`config.mk`:
```
export PLATFORM = sky130hd
export DESIGN_NAME = ioTop
export DESIGN_NICKNAME = d
export VERILOG_FILES = /design/src/logic/ioPkg.sv /design/src/logic/displayRegs.sv /design/src/logic/intervalTimer.sv /design/src/logic/ioTop.sv /design/src/logic/keyDebounce.sv /design/src/logic/wbDecoder.sv
export VERILOG_INCLUDE_DIRS = /design/src /design/src/logic
export SDC_FILE = /design/constraint.sdc
export NUM_CORES = 1
export LEC_CHECK = 0
export ABC_CLOCK_PERIOD_IN_PS = 6200
export BUFFER_PORTS_ARGS = -buffer_cell sky130_fd_sc_hd__buf_2
export CAP_MARGIN = 20
export CORE_MARGIN = 3
export CORE_UTILIZATION = 31
export DETAILED_ROUTE_END_ITERATION = 8
export PLACE_DENSITY_LB_ADDON = 0.3
export SYNTH_ARGS = -nofsm -noshare
export SYNTH_HDL_FRONTEND = slang
export SYNTH_SLANG_ARGS = --single-unit
```
`constraint.sdc`:
```
create_clock -name clk -period 6.2 [get_ports clk]
set_input_delay 0.31 -clock clk [delete_from_list [all_inputs] [get_ports clk]]
set_output_delay 0.31 -clock clk [all_outputs]
set_load 0.02 [all_outputs]
```
`src/logic/ioSettings.svh`:
```
`ifndef IO_SETTINGS_SVH
`define IO_SETTINGS_SVH

// ==============================
// Bus widths and device map
// ==============================
`define IO_DATA_BITS      32
`define IO_ADDR_BITS      32
`define IO_HEX_BASE       32'hFFFFF000
`define IO_LEDR_BASE      32'hFFFFF020
`define IO_KEY_BASE       32'hFFFFF080
`define IO_TIMER_BASE     32'hFFFFF100

// Byte offsets within a device window
`define IO_OFS_DATA       0
`define IO_OFS_CTRL       4
`define IO_OFS_LIMIT      4
`define IO_OFS_TCTRL      8

// ==============================
// Device geometry
// ==============================
`define IO_HEX_BITS       24
`define IO_LEDR_BITS      10
`define IO_KEY_BITS       4
`define IO_SEG_BITS       7
`define IO_DIGITS         6

// Clocks between two key samples
`define IO_DEBOUNCE_TICKS 16
`define IO_HEX_RESET      24'hFFFFFF

// Status and control bit positions
`define IO_BIT_READY      0
`define IO_BIT_OVERRUN    1
`define IO_BIT_IE         4

`endif

```
`src/logic/ioPkg.sv`:
```
`include "ioSettings.svh"

package ioPkg;

  // Plain vectors with a meaning
  typedef logic [`IO_DATA_BITS-1:0] ioWord_t;
  typedef logic [`IO_ADDR_BITS-1:0] ioAddr_t;
  typedef logic [`IO_HEX_BITS-1:0]  hexVal_t;
  typedef logic [`IO_LEDR_BITS-1:0] ledVal_t;
  typedef logic [`IO_KEY_BITS-1:0]  keyVal_t;

  // Active-low segments, bit 6 is segment g
  typedef logic [`IO_SEG_BITS-1:0] segCode_t;

  // Digit 0 sits in the low bits
  typedef segCode_t [`IO_DIGITS-1:0] hexSegs_t;

  // ==============================
  // Bus structs
  // ==============================
  typedef struct packed {
    logic    cyc;
    logic    stb;
    logic    we;
    ioAddr_t adr;
    ioWord_t dat;
  } wbReq_t;

  typedef struct packed {
    logic    ack;
    ioWord_t dat;
  } wbRsp_t;

  // One access toward one device, ofs is the word index in its window
  typedef struct packed {
    logic       stb;
    logic       we;
    logic [2:0] ofs;
    ioWord_t    dat;
  } devAcc_t;

endpackage

```
`src/logic/displayRegs.sv`:
```
`timescale 1ns/10ps
`include "ioSettings.svh"

module displayRegs (
  input  logic            clk,
  input  logic            RESET,
  input  ioPkg::devAcc_t  acc,
  output ioPkg::ioWord_t  rdData,
  output ioPkg::hexSegs_t hexSegs,
  output ioPkg::ledVal_t  ledr
);
  import ioPkg::*;

  hexVal_t hexReg;
  ledVal_t ledReg;
  logic    hexWr, ledWr;

  // Nibble to active-low segment code
  function automatic segCode_t segDecode(logic [3:0] nib);
    case (nib)
      4'h0: return 7'b1000000;
      4'h1: return 7'b1111001;
      4'h2: return 7'b0100100;
      4'h3: return 7'b0110000;
      4'h4: return 7'b0011001;
      4'h5: return 7'b0010010;
      4'h6: return 7'b0000010;
      4'h7: return 7'b1111000;
      4'h8: return 7'b0000000;
      4'h9: return 7'b0010000;
      4'hA: return 7'b0001000;
      4'hB: return 7'b0000011;
      4'hC: return 7'b1000110;
      4'hD: return 7'b0100001;
      4'hE: return 7'b0000110;
      default: return 7'b0001110;
    endcase
  endfunction

  // Word 0 is the hex value, word 1 the LED pattern
  assign hexWr = acc.stb && acc.we && (acc.ofs == 3'(`IO_OFS_DATA / 4));
  assign ledWr = acc.stb && acc.we && (acc.ofs == 3'(`IO_OFS_CTRL / 4));

  always_ff @(posedge clk or posedge RESET) begin
    if (RESET) begin
      hexReg <= `IO_HEX_RESET;
      ledReg <= '0;
    end else begin
      if (hexWr) begin
        hexReg <= acc.dat[`IO_HEX_BITS-1:0];
      end
      if (ledWr) begin
        ledReg <= acc.dat[`IO_LEDR_BITS-1:0];
      end
    end
  end

  always_comb begin
    for (int d = 0; d < `IO_DIGITS; d++) begin
      hexSegs[d] = segDecode(hexReg[d*4 +: 4]);
    end
  end

  assign ledr = ledReg;

  assign rdData = (acc.ofs == 3'(`IO_OFS_DATA / 4)) ? ioWord_t'(hexReg) :
                  (acc.ofs == 3'(`IO_OFS_CTRL / 4)) ? ioWord_t'(ledReg) : '0;

endmodule

```
`src/logic/intervalTimer.sv`:
```
`timescale 1ns/10ps
`include "ioSettings.svh"

module intervalTimer (
  input  logic           clk,
  input  logic           RESET,
  input  ioPkg::devAcc_t acc,
  output ioPkg::ioWord_t rdData,
  output logic           timerIrq
);
  import ioPkg::*;

  ioWord_t count;
  ioWord_t limit;
  logic    ready, overrun, irqEn;
  logic    wrap;
  logic    countWr, limitWr, ctrlWr;

  // Wrap happens on the edge after count reaches limit - 1
  assign wrap = (limit != '0) && (count == limit - 1'b1);

  assign countWr = acc.stb && acc.we && (acc.ofs == 3'(`IO_OFS_DATA / 4));
  assign limitWr = acc.stb && acc.we && (acc.ofs == 3'(`IO_OFS_LIMIT / 4));
  assign ctrlWr  = acc.stb && acc.we && (acc.ofs == 3'(`IO_OFS_TCTRL / 4));

  always_ff @(posedge clk or posedge RESET) begin
    if (RESET) begin
      count   <= '0;
      limit   <= '0;
      ready   <= 1'b0;
      overrun <= 1'b0;
      irqEn   <= 1'b0;
    end else begin
      // A count write wins over the increment
      if (countWr) begin
        count <= acc.dat;
      end else if (wrap) begin
        count <= '0;
      end else begin
        count <= count + 1'b1;
      end
      if (limitWr) begin
        limit <= acc.dat;
      end
      // Writing 0 to a flag bit clears it
      if (ctrlWr) begin
        if (!acc.dat[`IO_BIT_READY]) ready <= 1'b0;
        if (!acc.dat[`IO_BIT_OVERRUN]) overrun <= 1'b0;
        irqEn <= acc.dat[`IO_BIT_IE];
      end
      // Wrap event comes last so a concurrent clear does not hide it
      if (wrap) begin
        ready <= 1'b1;
        if (ready) overrun <= 1'b1;
      end
    end
  end

  always_comb begin
    rdData = '0;
    case (acc.ofs)
      3'(`IO_OFS_DATA / 4):  rdData = count;
      3'(`IO_OFS_LIMIT / 4): rdData = limit;
      3'(`IO_OFS_TCTRL / 4): begin
        rdData[`IO_BIT_READY]   = ready;
        rdData[`IO_BIT_OVERRUN] = overrun;
        rdData[`IO_BIT_IE]      = irqEn;
      end
      default: rdData = '0;
    endcase
  end

  assign timerIrq = ready && irqEn;

endmodule

```
`src/logic/ioTop.sv`:
```
`timescale 1ns/10ps

module ioTop (
  input  logic            clk,
  input  logic            RESET,
  input  ioPkg::wbReq_t   wbReq,
  input  ioPkg::keyVal_t  key,
  output ioPkg::wbRsp_t   wbRsp,
  output ioPkg::hexSegs_t hexSegs,
  output ioPkg::ledVal_t  ledr,
  output logic            intReq
);
  import ioPkg::*;

  devAcc_t displayAcc, keyAcc, timerAcc;
  ioWord_t displayRd, keyRd, timerRd;
  logic    keyIrq, timerIrq;

  // ==============================
  // Bus slave and address decode
  // ==============================
  wbDecoder u_decoder (
    .clk(clk), .RESET(RESET), .wbReq(wbReq),
    .displayRd(displayRd), .keyRd(keyRd), .timerRd(timerRd),
    .wbRsp(wbRsp), .displayAcc(displayAcc), .keyAcc(keyAcc), .timerAcc(timerAcc)
  );

  // ==============================
  // Devices
  // ==============================
  displayRegs u_display (
    .clk(clk), .RESET(RESET), .acc(displayAcc),
    .rdData(displayRd), .hexSegs(hexSegs), .ledr(ledr)
  );

  keyDebounce u_key (
    .clk(clk), .RESET(RESET), .key(key), .acc(keyAcc),
    .rdData(keyRd), .keyIrq(keyIrq)
  );

  intervalTimer u_timer (
    .clk(clk), .RESET(RESET), .acc(timerAcc),
    .rdData(timerRd), .timerIrq(timerIrq)
  );

  // Single interrupt line toward the processor
  assign intReq = keyIrq || timerIrq;

endmodule

```
`src/logic/keyDebounce.sv`:
```
`timescale 1ns/10ps
`include "ioSettings.svh"

module keyDebounce (
  input  logic           clk,
  input  logic           RESET,
  input  ioPkg::keyVal_t key,
  input  ioPkg::devAcc_t acc,
  output ioPkg::ioWord_t rdData,
  output logic           keyIrq
);
  import ioPkg::*;

  localparam int TickBits = $clog2(`IO_DEBOUNCE_TICKS);

  logic [TickBits-1:0] tickCnt;
  logic                tickDone;
  keyVal_t             sample, lastSample;
  keyVal_t             keyData;
  logic                ready, overrun, irqEn;
  logic                dataRd, ctrlWr, load;

  // ==============================
  // Sampling and stability filter
  // ==============================
  assign tickDone = (tickCnt == TickBits'(`IO_DEBOUNCE_TICKS - 1));

  // Two equal samples in a row that differ from the stored level
  assign load = tickDone && (lastSample == sample) && (sample != keyData);

  assign dataRd = acc.stb && !acc.we && (acc.ofs == 3'(`IO_OFS_DATA / 4));
  assign ctrlWr = acc.stb && acc.we && (acc.ofs == 3'(`IO_OFS_CTRL / 4));

  always_ff @(posedge clk or posedge RESET) begin
    if (RESET) begin
      tickCnt    <= '0;
      sample     <= '0;
      lastSample <= '0;
      keyData    <= '0;
      ready      <= 1'b0;
      overrun    <= 1'b0;
      irqEn      <= 1'b0;
    end else begin
      tickCnt <= tickDone ? '0 : tickCnt + 1'b1;
      if (tickDone) begin
        // Keys are active low on the board
        sample     <= ~key;
        lastSample <= sample;
      end
      if (dataRd) begin
        ready <= 1'b0;
      end
      if (ctrlWr) begin
        if (!acc.dat[`IO_BIT_OVERRUN]) overrun <= 1'b0;
        irqEn <= acc.dat[`IO_BIT_IE];
      end
      if (load) begin
        keyData <= sample;
        // Unread data still pending, flag the loss
        if (ready && !dataRd) begin
          overrun <= 1'b1;
        end else begin
          ready <= 1'b1;
        end
      end
    end
  end

  // ==============================
  // Register read
  // ==============================
  always_comb begin
    rdData = '0;
    if (acc.ofs == 3'(`IO_OFS_DATA / 4)) begin
      rdData = ioWord_t'(keyData);
    end else if (acc.ofs == 3'(`IO_OFS_CTRL / 4)) begin
      rdData[`IO_BIT_READY]   = ready;
      rdData[`IO_BIT_OVERRUN] = overrun;
      rdData[`IO_BIT_IE]      = irqEn;
    end
  end

  assign keyIrq = ready && irqEn;

endmodule

```
`src/logic/wbDecoder.sv`:
```
`timescale 1ns/10ps
`include "ioSettings.svh"

module wbDecoder (
  input  logic            clk,
  input  logic            RESET,
  input  ioPkg::wbReq_t   wbReq,
  input  ioPkg::ioWord_t  displayRd,
  input  ioPkg::ioWord_t  keyRd,
  input  ioPkg::ioWord_t  timerRd,
  output ioPkg::wbRsp_t   wbRsp,
  output ioPkg::devAcc_t  displayAcc,
  output ioPkg::devAcc_t  keyAcc,
  output ioPkg::devAcc_t  timerAcc
);
  import ioPkg::*;

  logic    ackQ;
  ioWord_t datQ;
  logic    take;
  logic    hexHit, ledrHit, keyHit, timerHit;
  ioWord_t rdWord;

  // Word-aligned address inside a window of the given size
  function automatic logic hitWindow(ioAddr_t adr, ioAddr_t base, int unsigned bytes);
    ioAddr_t diff;
    diff = adr - base;
    return (diff < bytes) && (diff[1:0] == 2'b00);
  endfunction

  // A request is taken once, in the cycle before ack
  assign take = wbReq.cyc && wbReq.stb && !ackQ;

  assign hexHit   = hitWindow(wbReq.adr, `IO_HEX_BASE, 4);
  assign ledrHit  = hitWindow(wbReq.adr, `IO_LEDR_BASE, 4);
  assign keyHit   = hitWindow(wbReq.adr, `IO_KEY_BASE, 8);
  assign timerHit = hitWindow(wbReq.adr, `IO_TIMER_BASE, 12);

  // Hex and LEDR share the display block, LEDR appears as its second word
  assign displayAcc = '{stb: take && (hexHit || ledrHit), we: wbReq.we,
                        ofs: ledrHit ? 3'(`IO_OFS_CTRL / 4) : 3'(`IO_OFS_DATA / 4),
                        dat: wbReq.dat};
  assign keyAcc     = '{stb: take && keyHit, we: wbReq.we,
                        ofs: wbReq.adr[4:2], dat: wbReq.dat};
  assign timerAcc   = '{stb: take && timerHit, we: wbReq.we,
                        ofs: wbReq.adr[4:2], dat: wbReq.dat};

  // Unmapped reads return zero
  assign rdWord = (hexHit || ledrHit) ? displayRd :
                  keyHit              ? keyRd     :
                  timerHit            ? timerRd   : '0;

  always_ff @(posedge clk or posedge RESET) begin
    if (RESET) begin
      ackQ <= 1'b0;
    end else begin
      ackQ <= take;
    end
  end

  always_ff @(posedge clk) begin
    if (take) begin
      datQ <= rdWord;
    end
  end

  assign wbRsp = '{ack: ackQ, dat: datQ};

endmodule

```
==> results of run 1 <==
-- how the worst min path moves through the flow --
| stage | cells past startpoint | end | slack [ns] | startpoint |
|---|---|---|---|---|
| detailed placement | 1 | u_key.tickCnt[0]$_DFF_PP0_ | 0.48 | u_key.tickCnt[0]$_DFF_PP0_ |
| CTS | 2 | u_key.sample[3]$_DFFE_PP0N_ | 0.05 | key[3] |
| global placement | 1 | u_key.tickCnt[0]$_DFF_PP0_ | 0.47 | u_key.tickCnt[0]$_DFF_PP0_ |
| finish | 2 | u_key.sample[2]$_DFFE_PP0N_ | 0.05 | RESET |
| global route | 2 | u_key.sample[1]$_DFFE_PP0N_ | 0.06 | key[1] |
| floorplan | 1 | u_key.sample[0]$_DFFE_PP0N_ | 0.42 | key[0] |
-- registers in the layout, indices dropped and copies added, names as in the netlist, 4 cells and up --
register          flops
u_display.ledr       10
u_key.sample          4
u_timer.count        32
u_key.tickCnt         4
u_display.hexReg     24
u_decoder.datQ       32
u_key.lastSample      4
u_key.keyData         4
u_timer.limit        32
-- layer usage --
metal  wire length, um  up-vias
met5                13        -
met4              1110        2
met3              1980       64
met2             17900      338
met1             16900     5157
li1                  -     5085
-- cell type report --
class / instances / area share (%)
multi-input cells: 1020 / 53.7
well taps: 511 / 4.67
diodes: 1 / 0.0183
flip-flops and latches: 153 / 29.4
clock buffers: 21 / 3.84
repair buffers: 170 / 6.49
inverters: 40 / 1.11
clock inverters: 11 / 0.795
-- power by group through the flow --
stage                     sequential [W]  clock [W]  combinational, W
final                            0.00104    0.00110          0.000182
after global routing             0.00104    0.00117          0.000200
after CTS                        0.00104    0.00113          0.000183
after detailed placement         0.00106          0          0.000182
after global placement           0.00106          0          0.000184
after floorplan                  0.00107          0         0.0000923
-- kinds of logic after synthesis --
group	after synthesis	share of synthesized area, %
simple gates	477	21.5
compound gates	312	18.1
flops	153	33.6
buf+inv	144	5.17
mux	106	11.1
xor+xnor	83	6.08
fa+ha+maj	42	4.40
-- through the flow --
stage	hold slack, ns	power [W]
2_1_floorplan	0.422	0.00116
3_3_place_gp	0.475	0.00125
3_5_place_dp	0.482	0.00124
4_1_cts	0.0482	0.00235
5_1_grt	0.0600	0.00241
6_report	0.0517	0.00232
-- cells in the final DEF, fill, tap and decap left out, types with 10 or more instances in the layout --
cell type  Yosys  layout
a22o_1        17      17
ha_1          42      42
nor3_1        34      33
buf_4          2      11
mux2_4        24      24
inv_1         40      39
nor2_1        86      85
dfrtp_1       97      97
or4_1         16      16
xor2_1        38      38
nand2b_1      17      17
xnor2_1       45      45
clkbuf_16      0      21
nand4_1       31      31
o31ai_1       13      13
dfstp_2       24      24
buf_2         19     158
or3_1         19      19
a22oi_1       30      30
edfxtp_1      32      32
nand3_1       66      66
nand2_1      109     109
mux2_2        50      50
a31oi_1       19      19
o21ai_0       83      83
mux2i_1       20      20
nor4_1        20      20
o21ai_2       20      20
o21ai_1       10      10
and3_1        16      16
a21oi_1       24      24
-- worst max-delay path, delay by kind of cell (launching register included) --
family / cells / cell delay, ns
and+or+nand+nor: 4 / 2.14
DFF: 1 / 0.50
buffers and inverters: 1 / 0.48
muxes: 1 / 0.40
AOI/OAI and AO/OA: 2 / 0.37
==> out/results.ini, run 1 <==
[clock_network]
postCtsResizedCells=0
ctsHoldBuffers=0
path_clk_slew_ns=0.07
cts_tree=done
clk_latency_ns=0.44
root_buffer=clkbuf_16
cts.htree.levels=4
post_cts_buffers=0
cts_buffer_depth=2
cts_buffers=17
cts_sinks=153

[detailed_routing]
drcViolationCount=0
viasPerCell=5.52
ant_nets=0
via_count=10646
wirelength_mm=37.9
drtIter0Drc=784
drt_pre_antenna_iters=5
wl_per_cell_um=19.7

[critical_path]
rr_endpoint=u_timer.count[0]$_DFF_PP0_
ff2ff_setup_slack_ns=2.16
endpoint=u_timer.count[0]$_DFF_PP0_
cp_max_fo=24
cpMaxStageDelayCell=or4_4
timing.rr.start=u_timer.limit[13]$_DFFE_PP0P_
reg2reg_depth=8
end_kind=flop
worstPathRequired_ns=6.49
crit_path_start_kind=flop
crit_start=u_timer.limit[13]$_DFFE_PP0P_
max_stage_delay_ns=0.67
crit_arrival_ns=4.33
path_cells=or4_4 -> or4_1 -> nor4_1 -> mux2_2 -> a211oi_1 -> and4_1 -> buf_4 -> o21ai_0
crit_type=flop to flop

[placement]
io_buffer_count=158
preCtsSetupSlack_ns=2.03
dp_hpwl_mm=27.7
place_congestion=0.930
placed_area_um2=13000
dp.cells=1893

[grt]
grt_busiest_layer=met2
grt_pass1_wl_mm=59.3
antenna_found_initial=2
overflow=0
grt_use_met2_pct=30.2
use_met3_pct=3.04
grt_usage_pct=18.1
grt_max_degree=71
use_met1_pct=23.8
grt_pass1_vias=10313

[yosys]
synth_edf_count=32
yosysTopAreaCellShare_pct=20.3
synthTopCellsByArea=dfrtp_1 (20%), edfxtp_1 (8.0%), dfstp_2 (5.3%)
ys_seq_area_share_pct=33.6
avgSynthCellArea_um2=9.08
synthArstFlopShare_pct=79.1
yosys_most_used_dff=dfrtp_1
syn_area_um2=12000
synth.distinct_cells=86
synth_top_cell_by_area=dfrtp_1
postSynthCellCount=1317
yosys_warnings=0
synth.most_common_cell=nand2_1
ys_ff_latch=153
synth_common_cells=nand2_1 (109), dfrtp_1 (97), nor2_1 (86)
synth_fp_nets=1432

[cells_and_area]
nFillCells=3958
design_area_um2=13700
final_nets=1517
stdcell_count=1927
syn2layout_area_growth_pct=14.5
ff_latch_area_um2=4020
final_layout_size_suffix_gt1_share_pct=25.8
multi_input_area_um2=7360
final_core_util_pct=36.2

[sta]
fin_crit_sh_pct=65.1
min_period_ns=4.04
setup_tns_ns=0
setup_viol=0
fin_ws_ns=2.16
skew_ns=0.0136
drv_slew=0
worst_pin_slew_ns=1.09
maxSlewHeadroom_pct=27.4
rsz0062_at_grt=no
fmax_ghz=0.248
hold_viol_final=0

[pwr]
seqPwrFrac_pct=44.9
p_sw_share_pct=26.1
vdd_drop_max_uv=165
clkPwrFrac_pct=47.2
power_frac_comb_pct=7.9
switchingPower_w=0.000606
p_leak_nw=5.79
power_density_nw_per_um2=170
p_int_w=0.00172

[die]
start_util_pct=31.6
rows=71
core_area_um2=37800
dieArea_um2=41000
io-pin-count=159
dieHeight_um=202
die_x_um=202

[run_status]
status=completed

[min_path]
hp-class=primary input to async pin

[job]
maxCapViolCount=0

Note: power is estimated with default switching activity, not from simulation.
==> inputs of run 2 (changes only) <==
--- a/config.mk
+++ b/config.mk
@@ -6,7 +6,8 @@
 export SDC_FILE = /design/constraint.sdc
 export NUM_CORES = 1
 export LEC_CHECK = 0
-export ABC_CLOCK_PERIOD_IN_PS = 6200
+export ABC_AREA = 1
+export ABC_CLOCK_PERIOD_IN_PS = 3500
 export BUFFER_PORTS_ARGS = -buffer_cell sky130_fd_sc_hd__buf_2
 export CAP_MARGIN = 20
 export CORE_MARGIN = 3
==> constraint.sdc (replaced) <==
create_clock -name clk -period 3.5 [get_ports clk]
set_input_delay 0.175 -clock clk [delete_from_list [all_inputs] [get_ports clk]]
set_output_delay 0.175 -clock clk [all_outputs]
set_load 0.02 [all_outputs]
==> run 2 against run 1 <==
Against the previous run:
- power up 73%
- worst setup slack got worse by 1.5 ns
- area after synthesis is 2.6% higher
- via count grew 21%
- synthesized cell count grew 43%
- register-to-register slack worse by 1.5 ns
- sequential share of layout area decreased by 1.8 points
- sequential power is 78% higher
- clock power increased by 57%
- maximum frequency grew 45%
- clock skew is 0.0041 ns higher
- critical path type unchanged
==> out/results.ini, run 2 <==
[yosys]
synth.most_common_cell=nand2_1
yosys_warnings=0  ; unchanged
ys_seq_area_share_pct=32.8  ; -0.86 points
synth_common_cells=nand2_1 (625), nor2_1 (215), inv_1 (206)
synth_fp_nets=1993  ; +39%
synthArstFlopShare_pct=79.1  ; unchanged
synth_compound_area_share_pct=11.3  ; -6.8 points
ys_ff_latch=153  ; unchanged
synth_simple_gate_area_share_pct=37.1  ; +16 points
syn_area_um2=12300  ; +2.6%
synth_top_family_by_area=simple AND/OR/NAND/NOR gates
synth_edf_count=32  ; unchanged
synth-xor-area-share_pct=5.68  ; -0.40 points
synth_top_cell_by_area=dfrtp_1
yosysTopAreaCellShare_pct=19.8  ; -0.52 points
synth.mux.area_fraction_pct=0  ; -11 points
postSynthCellCount=1878  ; +43%
synthTopCellsByArea=dfrtp_1 (20%), nand2_1 (19%), edfxtp_1 (7.8%)
synthAdderAreaFrac_pct=4.28  ; -0.11 points
avgSynthCellArea_um2=6.53  ; -28%
synth.distinct_cells=41  ; -52%
yosys_most_used_dff=dfrtp_1

[sta]
hold_viol_final=0  ; unchanged
maxSlewHeadroom_pct=32.9  ; +5.4 points
fin_crit_sh_pct=79.7  ; +15 points
setup_tns_ns=0  ; unchanged
setup_viol=0  ; unchanged
fin_ws_ns=0.711  ; -1.45 ns
min_period_ns=2.79  ; -1.25 ns
rsz0062_at_grt=no
drv_slew=0  ; unchanged
skew_ns=0.0176  ; +0.00408 ns
fin_hold_ws_ns=0.0109  ; -0.0408 ns
worst_pin_slew_ns=1.00  ; -0.0893 ns
fmax_ghz=0.359  ; +45%

[clock_network]
postCtsResizedCells=0  ; unchanged
cts_buffer_depth=2  ; unchanged
path_clk_slew_ns=0.07  ; about the same
root_buffer=clkbuf_16
cts_tree=done
cts.htree.levels=4  ; unchanged
cts_sinks=153  ; unchanged
clk_latency_ns=0.44  ; about the same
cts_buffers=17  ; unchanged

[job]
maxCapViolCount=0  ; unchanged

[placement]
io_buffer_count=158  ; unchanged
preCtsSetupSlack_ns=0.684  ; -1.35 ns
dp_hpwl_mm=35.7  ; +29%
place_congestion=1.04  ; +11%

[cells_and_area]
syn2layout_area_growth_pct=19.0
top_regs=u_decoder.datQ (32), u_timer.count (32), u_timer.limit (32)
nFillCells=4229  ; +6.8%
final_core_util_pct=37.5  ; +1.3 points
layout_commonest_cell=nand2_1
final_cell_mix=nand2_1 (625), nor2_1 (214), inv_1 (205)
final_layout_size_suffix_gt1_share_pct=13.5  ; -12 points
final_nets=2186  ; +44%

[detailed_routing]
via_count=12924  ; +21%
drtIter0Drc=990  ; +26%
ant_nets=0  ; unchanged
drcViolationCount=0  ; unchanged
drt_pre_antenna_iters=6  ; +1
viasPerCell=4.96  ; -10%
wirelength_mm=45.2  ; +19%
wl_per_cell_um=17.4  ; -12%

[critical_path]
worstPathRequired_ns=3.83  ; -2.66 ns
crit_arrival_ns=3.12  ; -1.21 ns
end_kind=flop
crit_path_start_kind=flop
cp_max_fo=22  ; -8.3%
crit_path_frequent_cell=nand2_1
path_cells=inv_1 -> ha_1 -> nand3_1 -> nor2_2 -> nand2_1 -> nor2_4 -> nand2_1 -> nand2_1 -> nand2_1 -> nor2_1 -> nand3_1 -> nor2_1 -> nand3_1 -> buf_4 -> nand3_1 -> nand2_1
cpMaxStageDelayCell=dfrtp_1
crit_type=flop to flop
max_stage_delay_ns=0.41  ; -0.26 ns

[die]
die_x_um=205  ; +1.3%
rows=72  ; +1.4%
dieHeight_um=205  ; +1.3%
dieArea_um2=42000  ; +2.6%
core_area_um2=38900  ; +2.8%
io-pin-count=159  ; unchanged
start_util_pct=31.5  ; -0.065 points

[run_status]
status=completed

[pwr]
power_density_nw_per_um2=276  ; +63%
vdd_drop_max_uv=341  ; +110%
p_leak_nw=7.37  ; +27%

[min_path]
hp-class=primary input to flop

[grt]
grt_usage_pct=21.2  ; +3.2 points
grt_max_degree=66  ; -7.0%
grt_pass1_vias=12055  ; +17%
grt_pass1_wl_mm=69.5  ; +17%
antenna_found_initial=3  ; +1
overflow=0  ; unchanged

-- run 2: changes by cell type after synthesis, moves of 50 or more --
cell      previous run  this run
clkbuf_1            73        22
inv_1               40       206
mux2_2              50         0
nand2_1            109       625
nand3_1             66       150
nor2_1              86       215
o21ai_1             10        76
-- run 2: worst paths after layout --
check / start / endpoint / slack, ns / cells past startpoint
setup / recovery: u_timer.limit[0]$_DFFE_PP0P_ / u_timer.count[24]$_DFF_PP0_ / 0.71 / 16
hold / removal: wbReq[0] / u_timer.count[0]$_DFF_PP0_ / 0.01 / 3
setup reg to reg: u_timer.limit[0]$_DFFE_PP0P_ / u_timer.count[24]$_DFF_PP0_ / 0.71 / 16
hold reg to reg: u_timer.overrun$_DFF_PP0_ / u_timer.overrun$_DFF_PP0_ / 0.48 / 2
max in group asynchronous: RESET / u_display.hexReg[11]$_DFFE_PP1P_ / 2.20 / 4
min in group asynchronous: RESET / u_key.tickCnt[2]$_DFF_PP0_ / 0.43 / 3
-- run 2: what timing repair did --
item / 4_1_cts / 5_1_grt
buffers inserted: 0 / 0
hold endpoints to repair: 112 / 0
hold buffers: 36 / 0
-- run 2: per-layer routing --
metal	wire (um)	GRT usage [%]	share of wire (%)
met1	22000	31.3	49
met5	0	0	0
met2	19500	32.5	43
met3	2850	3.46	6.3
met4	866	5.08	1.9
-- run 2: power by group --
part	switching, W	total, W	internal [W]	leakage [nW]
registers	0.0000125	0.00185	0.00184	1.87
logic	0.000307	0.000441	0.000134	5.23
clock network	0.000812	0.00173	0.000923	0.268
total	0.00113	0.00402	0.00289	7.37
-- run 2: cells by family (layout without fill, tap and decap cells) --
kind of cell,count (synthesis),after routing
other,0,2
buffers and inverters,265,471
AOI/OAI and AO/OA,260,260
DFF,153,153
xor gates and xnor gates,78,78
adders and majority gates,42,42
and+or+nand+nor,1080,1080
-- run 2: worst max-delay path: cells and delay by family (launching register included) --
kind / cells / cell delay [ns]
fa+ha+maj: 1 / 0.20
buf+inv: 2 / 0.35
flops: 1 / 0.41
simple gates: 13 / 1.71
-- run 2: per-stage QoR --
step | cell area, um2 | cells | total power, W
CTS | 14600 | 2602 | 0.00406
detailed placement | 13700 | 2534 | 0.00229
floorplan | 12300 | 1878 | 0.00209
finish | 14600 | 2604 | 0.00402
global route | 14600 | 2604 | 0.00418
global placement | 13700 | 2534 | 0.00229
-- run 2: final cells by class --
cell class	instances	area [um2]	share of cell area (%)
multi-input cells	1460	7170	49.1
flip-flops and latches	153	4020	27.5
repair buffers	224	1400	9.60
inverters	215	810	5.55
well taps	518	648	4.44
clock buffers	18	429	2.94
clock inverters	14	114	0.780
diodes	2	5.00	0.0343
